==> config.mk <==
export PLATFORM = sky130hd
export DESIGN_NAME = dcache_ctrl
export DESIGN_NICKNAME = d
export VERILOG_FILES = /design/src/dcache_pkg.sv /design/src/dcache_ctrl.sv
export SDC_FILE = /design/constraint.sdc
export NUM_CORES = 1
export LEC_CHECK = 0
export BUFFER_PORTS_ARGS = -buffer_cell sky130_fd_sc_hd__buf_2
export CORE_AREA = 2 2 304 306
export CTS_CLUSTER_DIAMETER = 80
export DETAILED_ROUTE_END_ITERATION = 16
export DIE_AREA = 0 0 306 308
export PLACE_DENSITY = 0.32
export SLEW_MARGIN = 20
export SYNTH_ARGS = -nofsm -noshare
export SYNTH_HDL_FRONTEND = slang
export SYNTH_SLANG_ARGS = --single-unit
==> constraint.sdc <==
create_clock -name clk -period 9.15 [get_ports clk]
set_clock_uncertainty 0.15 [all_clocks]
set_input_delay 0.915 -clock clk [delete_from_list [all_inputs] [get_ports clk]]
set_output_delay 0.915 -clock clk [all_outputs]
set_load 0.01 [all_outputs]
==> src/dcache_pkg.sv <==
// dcache package with widths, address field types and controller state codes
package dcache_pkg;

    localparam int ADDR_W   = 64;
    localparam int DATA_W   = 64;
    localparam int MASK_W   = 8;
    localparam int OFFSET_W = 3;
    localparam int INDEX_W  = 6;
    localparam int TAG_W    = ADDR_W - INDEX_W - OFFSET_W;
    localparam int SETS     = 1 << INDEX_W;

    // controller states
    localparam int STATE_W = 2;
    localparam logic [STATE_W-1:0] ST_IDLE   = 2'd0;
    localparam logic [STATE_W-1:0] ST_LOOKUP = 2'd1;
    localparam logic [STATE_W-1:0] ST_WBACK  = 2'd2;
    localparam logic [STATE_W-1:0] ST_FILL   = 2'd3;

    typedef logic [ADDR_W-1:0]   addr_t;
    typedef logic [DATA_W-1:0]   data_t;
    typedef logic [MASK_W-1:0]   mask_t;
    typedef logic [INDEX_W-1:0]  index_t;
    typedef logic [TAG_W-1:0]    tag_t;
    typedef logic [OFFSET_W-1:0] offset_t;

    // tag in the upper bits and byte offset at the bottom
    typedef struct packed {
        tag_t    tag;
        index_t  index;
        offset_t offset;
    } addr_fields_t;

    // same 64 bits seen flat or split into fields
    typedef union packed {
        addr_t        flat;
        addr_fields_t f;
    } addr_u;

    // 0 names way 0 and 1 names way 1
    typedef logic way_sel_t;

endpackage

==> src/dcache_ctrl.sv <==
// dcache controller FSM for lookup, write-back and refill with CPU and memory handshakes
module dcache_ctrl import dcache_pkg::*; (
    input  logic       clk,
    input  logic       rst,
    input  logic       req_i,
    input  logic       we_i,
    input  addr_t      addr_i,
    input  data_t      wdata_i,
    input  mask_t      mask_i,
    output logic       done_o,
    output data_t      rdata_o,
    output logic       mem_req_o,
    output logic       mem_we_o,
    output addr_t      mem_addr_o,
    output data_t      mem_wdata_o,
    input  logic       mem_ok_i,
    input  data_t      mem_rdata_i,
    output index_t     index_o,
    output tag_t       tag_o,
    output logic [1:0] wr_en_o,
    output mask_t      wr_mask_o,
    output data_t      wr_data_o,
    output logic       fill_o,
    input  logic [1:0] hit_i,
    input  logic [1:0] valid_i,
    input  logic [1:0] dirty_i,
    input  tag_t       way_tag0_i,
    input  tag_t       way_tag1_i,
    input  data_t      way_data0_i,
    input  data_t      way_data1_i,
    output logic       touch_o,
    output way_sel_t   touch_way_o,
    input  way_sel_t   victim_i
);

    logic [STATE_W-1:0] state_q;
    logic [STATE_W-1:0] state_d;
    addr_u    req_q;
    logic     we_q;
    data_t    wdata_q;
    mask_t    mask_q;
    way_sel_t fill_way_q;
    logic     hit_any;
    way_sel_t victim;
    logic     victim_dirty;
    logic     start_wb;
    logic     start_fill;
    addr_u    wb_addr;
    addr_u    fill_addr;

    assign index_o = req_q.f.index;
    assign tag_o   = req_q.f.tag;
    assign hit_any = |hit_i;

    // an empty way is taken before the LRU choice
    assign victim       = !valid_i[0] ? 1'b0 : (!valid_i[1] ? 1'b1 : victim_i);
    assign victim_dirty = valid_i[victim] & dirty_i[victim];

    assign start_wb   = (state_q == ST_LOOKUP) && !hit_any && victim_dirty;
    assign start_fill = ((state_q == ST_LOOKUP) && !hit_any && !victim_dirty) ||
                        ((state_q == ST_WBACK) && mem_ok_i);

    always_comb begin
        wb_addr.f.tag      = victim ? way_tag1_i : way_tag0_i;
        wb_addr.f.index    = req_q.f.index;
        wb_addr.f.offset   = '0;
        fill_addr.flat     = req_q.flat;
        fill_addr.f.offset = '0;
    end

    always_comb begin
        state_d = state_q;
        case (state_q)
            ST_IDLE:   if (req_i) state_d = ST_LOOKUP;
            ST_LOOKUP: state_d = hit_any ? ST_IDLE : (victim_dirty ? ST_WBACK : ST_FILL);
            ST_WBACK:  if (mem_ok_i) state_d = ST_FILL;
            ST_FILL:   if (mem_ok_i) state_d = ST_LOOKUP;
            default:   state_d = ST_IDLE;
        endcase
    end

    // store hits merge under the CPU mask and refills write the whole word
    always_comb begin
        wr_en_o   = '0;
        wr_mask_o = mask_q;
        wr_data_o = wdata_q;
        fill_o    = 1'b0;
        if ((state_q == ST_LOOKUP) && we_q) begin
            wr_en_o = hit_i;
        end else if ((state_q == ST_FILL) && mem_ok_i) begin
            wr_en_o[fill_way_q] = 1'b1;
            wr_mask_o           = '1;
            wr_data_o           = mem_rdata_i;
            fill_o              = 1'b1;
        end
    end

    assign touch_o     = (state_q == ST_LOOKUP) && hit_any;
    assign touch_way_o = hit_i[1];

    always_ff @(posedge clk or negedge rst) begin
        if (!rst) begin
            state_q   <= ST_IDLE;
            done_o    <= 1'b0;
            mem_req_o <= 1'b0;
            mem_we_o  <= 1'b0;
        end else begin
            state_q   <= state_d;
            done_o    <= (state_q == ST_LOOKUP) && hit_any;
            mem_req_o <= start_wb || start_fill;
            if (start_wb) begin
                mem_we_o <= 1'b1;
            end else if (start_fill) begin
                mem_we_o <= 1'b0;
            end
        end
    end

    always_ff @(posedge clk) begin
        if ((state_q == ST_IDLE) && req_i) begin
            req_q.flat <= addr_i;
            we_q       <= we_i;
            wdata_q    <= wdata_i;
            mask_q     <= mask_i;
        end
        if ((state_q == ST_LOOKUP) && hit_any && !we_q) begin
            rdata_o <= hit_i[1] ? way_data1_i : way_data0_i;
        end
        if ((state_q == ST_LOOKUP) && !hit_any) begin
            fill_way_q <= victim;
        end
        if (start_wb) begin
            mem_addr_o  <= wb_addr.flat;
            mem_wdata_o <= victim ? way_data1_i : way_data0_i;
        end else if (start_fill) begin
            mem_addr_o  <= fill_addr.flat;
        end
    end

endmodule

==> qor.txt <==
Total Die Area: 0.09425 mm^2
Final Wtd Congestion: 0.8003
M3 GR Usage: 4.968%
Commonest cells post-synth: edfxtp_1, mux2_2, a31oi_1
Finish-stage setup viols: 0
status: finished clean
Sink Count: 329
RSZ-0062 raised after global routing: no
Post-synth EDFFs: 324
Rel. slew slack: 33.16%
Peak Freq: 254.1 MHz
Clock transition at path regs: 60 ps
number of vias per cell: 3.852
Setup Fix Bufs, Post-CTS: 0
CTS Root Cell: clkbuf_16
Synth Area per Inst: 16.39 um^2
GR peak layer: met2
number of buffers created by CTS: 45
Place WS: 4739 ps
hold_buf cts: 1
Post-synth ARST share: 1.520%
worst IR drop on VDD: 0.1406 mV
synthesized flop and latch total: 329
Worst EP arrival: 2870 ps
ratio of total power to cell area: 238.1 mW/mm^2
post-CTS resize count: 0
Int Pwr: 3.439 mW
met2 GRT Util: 22.17%
vias post-DR: 11000
Seq/Total Area, Yosys: 70.15%
max-slew violations: 0
Tightest Hold Check Type: flip-flop to flip-flop
largest area contributor in the netlist: edfxtp_1
YS warnings: 0
setup TNS: 0 ps
Clk pwr share: 34.4%
Clock Latency Late Sink: 580 ps
Final Hold Viols: 0
CP Max Fanout: 75
DRT iter0 DRCs: 452
largest net degree at the start of global routing: 111
height of the die: 308 um
first drt pass iteration count: 5
Synth Instances: 857
power share of the combinational group: 22.8%
max incr delay on CP: 750 ps
Lkg Pwr: 8.104 nW
worst setup margin: 5215 ps
distinct cell type count after synthesis: 29
Max-Cap Viols: 0
top cells by area, synth: edfxtp_1, mux2_2, a31oi_1
I/O pin cnt: 783
cell with the most instances after synthesis: edfxtp_1
Yosys top cell area share: 69.26%
critical path type: flip-flop to output port
grt ovf: 0
first-pass GRT wire length: 84790 um
register share of total power: 42.8%
CTS max path bufs: 3
number of global-route vias before repair: 11530
TritonCTS clock tree: done
CP max stage cell: buf_4
crit share post-route: 43.00%
worst path cell trace: inv_1 -> ha_1 -> a21oi_4 -> buf_4 -> mux2_2 -> buf_2
# rows: 111
CTS H-tree depth: 2
Die X: 306 um
initial antenna violation count: 11
Cell Area, Synth: 0.01405 mm^2
met1 Usage GRT: 13.47%
nets: 2082
Initial Utilization: 15.44%
data required time of the critical path: 8090 ps
dominant synthesized flop cell: edfxtp_1
switching portion of total power: 30.15%
Routed WL: 61540 um
fraction of layout cells with a size suffix above 1: 64.06%
Worst Setup Start Kind: flip-flop
Worst Setup End Kind: output port
IO buf count: 776
GRT Util Overall: 12.36%
Final HPWL DP: 45110 um
Sw Pwr: 1.484 mW
crit path time final: 3935 ps
area growth from synthesis to layout: 47.18%
number of remaining DRC errors: 0
DR WL/cell: 21.56 um
worst slew pin tran: 1003 ps
Core ar.: 0.09097 mm^2
Routed Antenna Nets: 0
## registers in the layout, indices dropped and copies added, names as in the netlist, 2 cells and up
name	cells
rdata_o	64
mem_addr_o	61
req_q	61
mask_q	8
mem_wdata_o	64
state_q	2
wdata_q	64
## layout make-up
class / instances / area (um^2)
Antenna cell: 7 / 17.52
Fill cell: 9830 / 70290
Clock buffer: 59 / 1221
Clock inverter: 21 / 163.9
Sequential cell: 329 / 9854
Tap cell: 1186 / 1484
Inverter: 6 / 22.52
Timing Repair Buffer: 795 / 4031
Multi-Input combinational cell: 451 / 3881
## worst max-delay path, delay by kind of cell (launching register included)
family	cells	cell delay (ps)
compound gates	1	140
mux	1	460
flops	1	370
fa+ha+maj	1	290
buf+inv	3	980
## kinds of logic (layout without fill, tap and decap cells)
kind of cell               Yosys count  in the layout  synth area share (%)
muxes                              194            194                 15.54
other                                1             10               0.02669
buffers and inverters               79            881                 2.636
and+or+nand+nor                     74             74                 3.839
adders and majority gates            4              4                0.3563
AOI/OAI and AO/OA                  176            176                 7.455
DFF                                329            329                 70.15
## cell usage in the layout (no fill, tap or decap), drive strengths merged
cell,n
edfxtp,324
dlygate4sd3,1
clkbuf,59
or2,8
buf,794
mux2,193
a31oi,110
mux2i,1
o21a,1
and2,2
bufinv,2
nor3b,1
nand2b,2
o21ai,56
a21oi,2
a21bo,1
a41oi,1
nor2b,3
a32o,2
conb,3
clkinv,15
and3,1
o21bai,2
a21o,1
nand2,2
dfrtp,5
clkinvlp,1
ha,4
inv,9
diode,7
nand3b,55
## per-stage QoR
step / cell area, um^2 / hold slack, ps / instances / total power, mW / utilization [%]
2_1_floorplan: 14060 / 349.0 / 859 / 2.699 / -
3_5_place_dp: 19260 / 299.3 / 2766 / 3.300 / 21.18
5_1_grt: 20660 / 310.9 / 2848 / 5.186 / 22.71
3_3_place_gp: 19260 / 286.4 / 2766 / 3.304 / 21.18
4_1_cts: 20660 / 298.9 / 2847 / 5.046 / 22.71
6_report: 20680 / 302.6 / 2854 / 4.923 / 22.73
## routing by layer
metal	wire length, um	part of all wire [%]
met1	23060	37
met2	31220	51
met3	5847	9.5
met4	1331	2.2
met5	78	0.13
## worst paths after layout
path                       slack (ps)        endpoint        from  cells after the start
setup / recovery                 5220   wr_data_o[29]  state_q[1]                      6
max in group asynchronous        8090          done_o         rst                      2
hold reg to reg                   300   mem_addr_o[8]    req_q[8]                      0
hold / removal                    300   mem_addr_o[8]    req_q[8]                      0
setup reg to reg                 5230  mem_addr_o[56]  state_q[1]                      7
min in group asynchronous         580        mem_we_o         rst                      2
## power groups by stage
| stage | Combinational [mW] | Clock, mW | Sequential, mW |
|---|---|---|---|
| floorplan | 0.461 | 0 | 2.24 |
| finish | 1.12 | 1.69 | 2.11 |
| global placement | 1.17 | 0 | 2.14 |
| global route | 1.23 | 1.82 | 2.14 |
| CTS | 1.16 | 1.77 | 2.11 |
| detailed placement | 1.16 | 0 | 2.14 |
(Power assumes the default switching activity.)
