[src/dcache_pkg.sv]
// dcache package with widths, address field types and controller state codes
package dcache_pkg;

    localparam int ADDR_W   = 64;
    localparam int DATA_W   = 64;
    localparam int MASK_W   = 8;
    localparam int OFFSET_W = 3;
    localparam int INDEX_W  = 6;
    localparam int TAG_W    = ADDR_W - INDEX_W - OFFSET_W;
    localparam int SETS     = 1 << INDEX_W;

    // controller states
    localparam int STATE_W = 2;
    localparam logic [STATE_W-1:0] ST_IDLE   = 2'd0;
    localparam logic [STATE_W-1:0] ST_LOOKUP = 2'd1;
    localparam logic [STATE_W-1:0] ST_WBACK  = 2'd2;
    localparam logic [STATE_W-1:0] ST_FILL   = 2'd3;

    typedef logic [ADDR_W-1:0]   addr_t;
    typedef logic [DATA_W-1:0]   data_t;
    typedef logic [MASK_W-1:0]   mask_t;
    typedef logic [INDEX_W-1:0]  index_t;
    typedef logic [TAG_W-1:0]    tag_t;
    typedef logic [OFFSET_W-1:0] offset_t;

    // tag in the upper bits and byte offset at the bottom
    typedef struct packed {
        tag_t    tag;
        index_t  index;
        offset_t offset;
    } addr_fields_t;

    // same 64 bits seen flat or split into fields
    typedef union packed {
        addr_t        flat;
        addr_fields_t f;
    } addr_u;

    // 0 names way 0 and 1 names way 1
    typedef logic way_sel_t;

endpackage

[src/dcache_lru.sv]
// dcache LRU keeping one bit per set that names the least recently used way
module dcache_lru import dcache_pkg::*; (
    input  logic     clk,
    input  logic     rst,
    input  index_t   index_i,
    input  logic     touch_i,
    input  way_sel_t touch_way_i,
    output way_sel_t victim_o
);

    logic [SETS-1:0] lru_q;

    assign victim_o = lru_q[index_i];

    always_ff @(posedge clk or negedge rst) begin
        if (!rst) begin
            lru_q <= '0;
        end else if (touch_i) begin
            // the way not touched becomes the older one
            lru_q[index_i] <= ~touch_way_i;
        end
    end

endmodule

[config.mk]
export PLATFORM = sky130hd
export DESIGN_NAME = dcache_lru
export DESIGN_NICKNAME = d
export VERILOG_FILES = /design/src/dcache_pkg.sv /design/src/dcache_lru.sv
export SDC_FILE = /design/constraint.sdc
export NUM_CORES = 1
export LEC_CHECK = 0
export CAP_MARGIN = 10
export CORE_UTILIZATION = 68
export DETAILED_ROUTE_END_ITERATION = 8
export DONT_BUFFER_PORTS = 1
export GPL_TIMING_DRIVEN = 1
export PLACE_DENSITY_LB_ADDON = 0.12
export SYNTH_ARGS = -nofsm -noshare
export SYNTH_HDL_FRONTEND = slang
export SYNTH_SLANG_ARGS = --single-unit
[constraint.sdc]
create_clock -name clk -period 3.65 [get_ports clk]
set_input_delay 0.365 -clock clk [delete_from_list [all_inputs] [get_ports clk]]
set_output_delay 0.365 -clock clk [all_outputs]
set_load 0.02 [all_outputs]
==> results.sh, run 1 <==
export IMPL_arrival_ps=1950
export IMPL_cts_resized=0
export IMPL_route_antenna_remaining_nets=0
export IMPL_setup_violations=0
export IMPL_top_register="lru_q"
export IMPL_crit_type="reg2out"
export IMPL_hold_viol_final=0
export IMPL_yosysWarnings=0
export IMPL_hold_path_class="in2reg"
export IMPL_initialDrtViolationCount=339
export IMPL_area_growth_syn_to_layout_pct=4.14
export IMPL_clkPwrFrac_pct=33.3
export IMPL_async_reset_ff_share_pct=100
export IMPL_fin_tns_setup_ps=0
export IMPL_die_y_microns=71.6
export IMPL_numCtsBuffers=9
export IMPL_wire_per_inst_microns=19.9
export IMPL_sw_frac_of_total_pct=27.0
export IMPL_min_from="touch_way_i"
export IMPL_multi_input_area_sq_mm=0.00151
export IMPL_synth_fp_nets=347
export IMPL_nets=332
export IMPL_cts_root_buf="clkbuf_8"
export IMPL_initial_core_util_pct=73.1
export IMPL_core_area_sq_mm=0.00450
export IMPL_intPower_mw=1.34
export IMPL_ys_flop_type="dfrtp_1"
export IMPL_grt_max_degree=65
export IMPL_drv_cap=0
export IMPL_fmax_ghz=0.433
export IMPL_regArea_sq_mm=0.00160
export IMPL_rrSetupSlack_ps=2890
export IMPL_totalWireLength_microns=7530
export IMPL_ys_ff_latch=64
export IMPL_synth_area_sq_mm=0.00329
export IMPL_fin_crit_ps=2310
export IMPL_overflow=0
export IMPL_vias=2571
export IMPL_outcome="finished, final reports clean"
export IMPL_drc_errors=0
export IMPL_required_ps=3280
export IMPL_p_total_mw=1.83
export IMPL_p_per_area_mw_per_mm2=535
export IMPL_htreeDepth=3
export IMPL_synth_avg_cell_area_sq_um=9.77
export IMPL_reg2reg_depth=2
export IMPL_critPathCaptureType="primary output"
export IMPL_top_regs="lru_q: 64 flops"
export IMPL_rr_endpoint="lru_q[35]"
export IMPL_largest_reg_flops=64
export IMPL_dp_hpwl_microns=4410
export IMPL_p_switching_uw=494
export IMPL_synth_edff_count=0
export IMPL_gp_congestion=0.796
export IMPL_leakagePower_nw=1.48
export IMPL_start_kind="flop"
export IMPL_relSlewSlack_pct=13.3
export IMPL_grt_pass1_wl_microns=12700
export IMPL_insertion_delay_ps=340
export IMPL_yosysSeqAreaShare_pct=48.7
export IMPL_clkTransAtPathRegs_ps=70
export IMPL_port_buffers=0
export IMPL_cp_max_fo=2
export IMPL_io_pins=11
export IMPL_dieArea_sq_mm=0.00512
export IMPL_final_layout_size_suffix_gt1_share_pct=9.17
export IMPL_fin_skew_ps=0
export IMPL_pwr_share_seq_pct=50.5
export IMPL_worst_pin_slew_ps=1300
export IMPL_grt_usage_pct=33.6
export IMPL_cts_buffer_depth=2
export IMPL_fp_dieW_microns=71.6
export IMPL_fill_cells=305
export IMPL_fin_crit_sh_pct=63.3
export IMPL_r2r_start="lru_q[35]"
export IMPL_drv_slew=0
export IMPL_antenna_found_initial=0
export IMPL_pwr_share_comb_pct=16.2
export IMPL_cts_tree="built"
export IMPL_holdPathEnd="lru_q[40]"
export IMPL_hold_depth=1
export IMPL_grt_pass1_vias=2483
export IMPL_rows=24
export IMPL_rsz0062_at_grt="false"
export IMPL_cts_sinks=64
export IMPL_vdd_drop_max_uv=420
export IMPL_first_pass_iters=7
export IMPL_via_per_inst=6.78
export IMPL_netlist_instances=337
export IMPL_antennaDiodeCount=0
export IMPL_synthDistinctLibCells=41
## per-layer routing
layer  vias up  GRT usage (%)  part of all wire, %  wire [microns]
met5         -              0                    0               0
met4         0           13.7                  2.3             176
met3        19           10.7                  7.8             584
met2       119           48.9                   45            3380
met1      1241           47.5                   45            3390
li1       1192              -                    -               -
## power by group through the flow
stage / registers, mW / logic (mW) / clock network [mW]
final: 0.925 / 0.298 / 0.610
after floorplan: 0.909 / 0.272 / 0
after CTS: 0.923 / 0.298 / 0.612
after global placement: 0.931 / 0.263 / 0
after detailed placement: 0.935 / 0.279 / 0
after global routing: 0.938 / 0.340 / 0.646
## worst max-delay path: stages (launching register included)
cell and delay, ps:
dfrtp_1 380, mux4_1 510, mux2i_1 180, o22ai_1 120
a21oi_2 120, nand4b_1 300
## per-stage QoR
stage | instance area (sq um) | hold slack (ps) | setup slack, ps | util [%] | std cells
5_1_grt | 3430 | 84.3 | 1240 | 76.1 | 379
3_5_place_dp | 3190 | 70.5 | 1670 | 70.8 | 361
3_3_place_gp | 3190 | 70.7 | 1710 | 70.8 | 361
4_1_cts | 3430 | 88.7 | 1330 | 76.1 | 379
2_1_floorplan | 3290 | 69.4 | 1700 | - | 337
6_report | 3430 | 96.6 | 1340 | 76.1 | 379
## kinds of logic after synthesis
group	count (synthesis)	share of synthesized area [%]
AO/OA/AOI/OAI	113	19.1
AND/OR/NAND/NOR	108	15.5
flip-flops	64	48.7
buffers and inverters	30	5.36
multiplexers	22	11.4
## cell usage in the layout, fill, tap and decap left out, types with 3 or more instances in the layout
cell	count
nand2_1	10
o21ai_0	4
nand3b_1	4
nor3_1	3
mux4_2	4
clkbuf_8	14
nor2b_1	3
a21oi_1	68
nor2_1	70
mux2i_1	10
a31oi_1	32
mux4_1	6
dfrtp_1	64
nand3_1	4
## layout make-up
type                            count  area share [%]
Inverter                            2           0.219
Clock buffer                       14            5.62
Multi-Input combinational cell    243            44.2
Tap cell                           52            1.90
Timing Repair Buffer                2            1.09
Clock inverter                      2           0.292
Sequential cell                    64            46.7
## cells in the mapped netlist (2+ instances only)
cell | count | area, sq um
inv_1 | 2 | 7.51
nand3_1 | 4 | 20.0
nand3b_1 | 4 | 30.0
buf_2 | 10 | 50.1
mux4_1 | 6 | 158
nor3b_2 | 2 | 25.0
and3b_1 | 2 | 17.5
a31oi_1 | 32 | 200
nand2_1 | 10 | 37.5
o22ai_1 | 2 | 12.5
and2_1 | 2 | 12.5
nor2_1 | 70 | 263
buf_4 | 3 | 22.5
dfrtp_1 | 64 | 1600
o21ai_0 | 4 | 20.0
and3_1 | 2 | 12.5
nor3_1 | 3 | 15.0
clkbuf_1 | 9 | 33.8
mux4_2 | 4 | 90.1
a21oi_1 | 68 | 340
buf_6 | 3 | 33.8
mux2i_1 | 10 | 100
nor2b_1 | 3 | 18.8
## worst max-delay path by stage
stage	endpoint	cells after the start	start	slack, ps
after floorplan	victim_o	6	index_i[2]	1700
after global placement	victim_o	5	index_i[1]	1710
after detailed placement	victim_o	5	index_i[1]	1670
after CTS	victim_o	5	lru_q[56]	1330
after global routing	victim_o	5	lru_q[59]	1240
final	victim_o	5	lru_q[59]	1340
## timing repair
item,CTS,global route
hold buffers,2,0
hold endpoints to repair,64,0
setup endpoints to repair,0,0
setup buffers,0,0
Power figures use the tool's default switching activity.
==> inputs of run 2 (changes only) <==
CORE_UTILIZATION = 57   (was 68)
clock period = 2.1 ns   (was 3.65 ns; I/O delays follow)
==> run 2 against run 1 <==
The run now ends with setup timing left. Count of clock-buffer cells in the layout shrank 1. Sequential share of layout area is 1.3 points lower. Sequential cell count stayed put. Utilization decreased by 12 points. Hold slack better by 12 ps. Register-to-register slack got worse by 1500 ps. Critical endpoint unchanged. Highest routed layer unchanged.
==> results.sh, run 2 (same netlist as run 1, synthesis figures left out) <==
export IMPL_p_total_mw=3.33
export IMPL_drv_cap=0
export IMPL_fin_tns_setup_ps=-16.2
export IMPL_insertion_delay_ps=330
export IMPL_cp_max_fo=2
export IMPL_r2r_start="lru_q[7]"
export IMPL_fin_hold_ws_ps=108
export IMPL_cts_setup_buffers=0
export IMPL_route_antenna_remaining_nets=0
export IMPL_dieArea_sq_mm=0.00608
export IMPL_vdd_drop_max_uv=462
export IMPL_antennaDiodeCount=0
export IMPL_fmax_ghz=0.473
export IMPL_grt_usage_pct=28.8
export IMPL_totalWireLength_microns=7710
export IMPL_leakagePower_nw=1.51
export IMPL_rrSetupSlack_ps=1390
export IMPL_required_ps=1890
export IMPL_rows=27
export IMPL_p_switching_uw=873
export IMPL_drc_errors=0
export IMPL_grt_max_degree=65
export IMPL_hold_viol_final=0
export IMPL_reg2reg_depth=2
export IMPL_top_regs="lru_q: 64 flops"
export IMPL_fin_crit_sh_pct=101
export IMPL_p_per_area_mw_per_mm2=942
export IMPL_violations="setup timing"
export IMPL_mostFrequentLayoutCell="nor2_1"
export IMPL_sw_frac_of_total_pct=26.3
export IMPL_intPower_mw=2.45
export IMPL_grt_pass1_wl_microns=13000
export IMPL_critPathCaptureType="primary output"
export IMPL_cts_sinks=64
export IMPL_fin_crit_ps=2120
export IMPL_htreeDepth=3
export IMPL_initialDrtViolationCount=212
export IMPL_fill_cells=465
export IMPL_crit_type="reg2out"
export IMPL_rsz0062_at_grt="true"
export IMPL_core_area_sq_mm=0.00554
export IMPL_hold_path_class="in2reg"
export IMPL_setup_slack_ps=-16.2
export IMPL_initial_core_util_pct=59.4
export IMPL_clkTransAtPathRegs_ps=70
export IMPL_placedCellCount=387
export IMPL_fin_skew_ps=0
export IMPL_mostFrequentLayoutCells="70 x nor2_1, 68 x a21oi_1, 64 x dfrtp_1, 32 x a31oi_1"
export IMPL_fp_dieW_microns=78.0
export IMPL_drv_slew=0
export IMPL_io_pins=11
export IMPL_grt_pass1_vias=2531
export IMPL_gp_congestion=0.793
export IMPL_start_kind="flop"
export IMPL_layout_cells_non_filler=406
export IMPL_setup_violations=1
export IMPL_final_layout_size_suffix_gt1_share_pct=10.8
export IMPL_numCtsBuffers=9
export IMPL_cts_root_buf="clkbuf_8"
export IMPL_die_y_microns=78.0
export IMPL_first_pass_iters=4
export IMPL_rr_endpoint="lru_q[7]"
export IMPL_nets=339
export IMPL_worst_pin_slew_ps=792
export IMPL_startpoint="lru_q[60]"
export IMPL_area_growth_syn_to_layout_pct=7.22
export IMPL_wire_per_inst_microns=19.0
export IMPL_antenna_found_initial=0
export IMPL_cts_buffer_depth=2
export IMPL_top_register="lru_q"
export IMPL_relSlewSlack_pct=46.8
export IMPL_pwr_share_seq_pct=48.3
export IMPL_crit_path_end="victim_o"
export IMPL_vias=2535
export IMPL_via_per_inst=6.24
export IMPL_overflow=0
export IMPL_cts_tree="built"
export IMPL_arrival_ps=1910
export IMPL_outcome="complete, but fails checks"
export IMPL_pre_cts_slack_ps=291
export IMPL_largest_reg_flops=64
export IMPL_clkPwrFrac_pct=35.3
export IMPL_port_buffers=0
export IMPL_pwr_share_comb_pct=16.4
export IMPL_dp_hpwl_microns=4560
[run 2: cell types whose count changed in the layout (fill, tap and decap cells not counted), moves of 2 or more]
cell       delta
buf_4         +6
clkbuf_8      -4
clkbuf_1      +3
bufinv_16     +2
mux4_1        -2
mux4_2        +2
[run 2: how the worst min path moves through the flow]
stage / from / end / slack [ps] / depth (start not counted)
floorplan: rst / lru_q[0] / -90 / 0
global placement: rst / lru_q[25] / -80 / 0
detailed placement: rst / lru_q[25] / -80 / 0
CTS: index_i[2] / lru_q[43] / 100 / 2
global route: index_i[1] / lru_q[53] / 110 / 2
finish: index_i[1] / lru_q[53] / 110 / 2
[run 2: metrics by stage]
stage / util [%] / area [sq um]
final: 63.7 / 3530
after global routing: 63.7 / 3530
after CTS: 63.7 / 3530
after detailed placement: 58.8 / 3260
after global placement: 58.8 / 3260
after floorplan: - / 3290
[run 2: cell type report]
cell class	count	area (sq um)	share of cell area [%]
clock buffers	13	149	4.22
clock inverters	3	65.1	1.84
inverters	2	7.51	0.213
multi-input cells	243	1510	42.7
flip-flops and latches	64	1600	45.4
well taps	72	90.1	2.55
repair buffers	9	110	3.12
[run 2: timing repair]
action | in CTS | in global routing
hold buffers | 3 | 0
setup endpoints to repair | 1 | 1
gates cloned | 0 | 0
gates resized for setup | 3 | 0
pin swaps | 2 | 0
endpoints found under the hold margin | 128 | 0
[run 2: worst max-delay path: stages, from the launching register on]
cell and delay [ps]:
dfrtp_1 380, mux4_1 500, mux2i_1 160, o22ai_1 120, a21oi_2 130, nand4b_1 270
[run 2: power by group through the flow]
stage / registers, mW / logic, mW / clock network [mW]
after CTS: 1.60 / 0.547 / 1.18
final: 1.61 / 0.544 / 1.18
after detailed placement: 1.62 / 0.488 / 0
after global routing: 1.63 / 0.625 / 1.23
after global placement: 1.61 / 0.471 / 0
after floorplan: 1.58 / 0.472 / 0
[run 2: routing by layer]
layer  routed length (microns)  vias up  track usage, %  part of all wire [%]
met5                         0        -               0                     0
met4                       138        0            12.2                   1.8
met3                       679       12            4.94                   8.8
met1                      3370     1211            41.1                    44
li1                          -     1214               -                     -
met2                      3530       98            43.5                    46
==> inputs of run 3 (changes only) <==
CORE_UTILIZATION = 35   (was 57)
==> run 3 against run 2 <==
The flow still finishes with violations (setup timing). Register-to-register slack got worse by 120 ps. Total power is 2.6% lower. Combinational power grew 4.8%. Count of clock-buffer cells in the layout decreased by 4. Sequential power is essentially flat. Global-route usage is 10 points lower. Final area increased by 1.9%. Sequential cell count unchanged. Via count is 2.9% lower. Final cell count rose by 11%. Non-clock buffer count is 6 higher. Wire length rose by 9.5%. Critical endpoint unchanged. Largest power group unchanged.
==> results.sh, run 3 (same netlist as run 1, synthesis figures left out) <==
export IMPL_leakagePower_nw=1.52
export IMPL_initial_core_util_pct=35.8
export IMPL_critPathCaptureType="primary output"
export IMPL_numCtsBuffers=9
export IMPL_nets=345
export IMPL_fill_cells=933
export IMPL_route_antenna_remaining_nets=0
export IMPL_rrSetupSlack_ps=1270
export IMPL_r2r_start="lru_q[7]"
export IMPL_setup_violations=1
export IMPL_dieArea_sq_mm=0.00980
export IMPL_via_per_inst=5.46
export IMPL_mostFrequentLayoutCell="nor2_1"
export IMPL_antennaDiodeCount=0
export IMPL_overflow=0
export IMPL_vdd_drop_max_uv=286
export IMPL_fin_tns_setup_ps=-60.4
export IMPL_grt_pass1_vias=2407
export IMPL_placed_area_sq_mm=0.00332
export IMPL_fmax_ghz=0.463
export IMPL_largest_reg_flops=64
export IMPL_die_y_microns=99.0
export IMPL_post_route_util_pct=39.1
export IMPL_drc_errors=0
export IMPL_dp_hpwl_microns=5040
export IMPL_crit_buf_inv=0
export IMPL_antenna_found_initial=0
export IMPL_arrival_ps=1950
export IMPL_required_ps=1890
export IMPL_mostFrequentLayoutCells="70 x nor2_1, 68 x a21oi_1, 64 x dfrtp_1, 32 x a31oi_1, 12 x buf_4"
export IMPL_grt_max_degree=65
export IMPL_grt_usage_pct=18.8
export IMPL_start_kind="flop"
export IMPL_fin_crit_ps=2160
export IMPL_cts_buffer_depth=2
export IMPL_area_growth_syn_to_layout_pct=9.31
export IMPL_clkTransAtPathRegs_ps=80
export IMPL_cp_max_fo=2
export IMPL_top_regs="lru_q: 64 flops"
export IMPL_crit_slowest_cell="mux4_1"
export IMPL_core_area_sq_mm=0.00920
export IMPL_fin_area_sq_mm=0.00360
export IMPL_violations="setup timing"
export IMPL_hold_viol_final=0
export IMPL_cts_tree="built"
export IMPL_drv_cap=0
export IMPL_startpoint="lru_q[59]"
export IMPL_vias=2461
export IMPL_cp_slowest_stage_delay_ps=530
export IMPL_worst_pin_slew_ps=730
export IMPL_crit_type="reg2out"
export IMPL_pre_cts_slack_ps=274
export IMPL_regArea_sq_mm=0.00160
export IMPL_htreeDepth=3
export IMPL_grt_pass1_wl_microns=13700
export IMPL_multi_input_area_sq_mm=0.00150
export IMPL_cts_sinks=64
export IMPL_worstPathCellList="mux4_1 > mux2i_1 > o22ai_1 > a21oi_2 > nand4b_1"
export IMPL_insertion_delay_ps=350
export IMPL_setup_slack_ps=-60.4
export IMPL_outcome="complete, but fails checks"
export IMPL_p_per_area_mw_per_mm2=900
export IMPL_totalWireLength_microns=8440
export IMPL_hold_path_class="in2reg"
export IMPL_first_pass_iters=4
export IMPL_initialDrtViolationCount=133
export IMPL_io_pins=11
export IMPL_rows=35
export IMPL_final_layout_size_suffix_gt1_share_pct=13.8
export IMPL_wire_per_inst_microns=18.7
export IMPL_rsz0062_at_grt="true"
export IMPL_gp_congestion=0.733
export IMPL_fp_dieW_microns=99.0
export IMPL_cts_root_buf="clkbuf_8"
export IMPL_drv_slew=0
export IMPL_top_register="lru_q"
export IMPL_relSlewSlack_pct=51.0
export IMPL_crit_family="multiplexers"
export IMPL_fin_crit_sh_pct=103
export IMPL_min_from="index_i[1]"
export IMPL_fin_skew_ps=0
export IMPL_port_buffers=0
==> run 3: path summary, 6_finish.rpt <==
check / endpoint / depth (start not counted)
min in group asynchronous: lru_q[9] / 2
max in group asynchronous: lru_q[16] / 2
max: victim_o / 5
max reg2reg: lru_q[7] / 3
min: lru_q[45] / 2
min reg2reg: lru_q[44] / 2
==> run 3: through the flow <==
stage                     total power, mW  hold slack [ps]  std cells
after floorplan                      2.05            -85.6        337
after global placement               2.10            -84.0        428
after detailed placement             2.11            -83.6        428
after CTS                            3.25              105        447
after global routing                 3.42              121        451
final                                3.24              112        451
==> run 3: final cells by class <==
cell class | instances | share of cell area (%)
sequential | 64 | 44.5
multi-input combinational | 243 | 41.7
timing repair buffer | 15 | 4.31
tap | 111 | 3.86
clock buffer | 9 | 3.44
clock inverter | 7 | 2.02
inverter | 2 | 0.209
==> run 3: layer usage <==
| layer | vias up | GRT usage [%] | wire [microns] |
|---|---|---|---|
| met5 | - | 0 | 0 |
| met4 | 0 | 6.08 | 95 |
| met3 | 8 | 4.68 | 323 |
| met2 | 41 | 28.1 | 3780 |
| met1 | 1191 | 26.6 | 4240 |
| li1 | 1221 | - | - |
==> run 3: timing repair <==
item                                    4_1_cts  5_1_grt
endpoints found under the setup margin        1        1
setup buffers                                 0        4
hold buffers                                  3        0
endpoints found under the hold margin       128        0
gates resized for setup                       1        3
pin swaps                                     1        3
==> run 3: where the power goes <==
group	internal (mW)	leakage (nW)	total (mW)	switching, mW
Combinational	0.296	0.613	0.570	0.274
Sequential	1.47	0.811	1.60	0.130
Clock	0.547	0.0952	1.07	0.519
Total	2.32	1.52	3.24	0.923
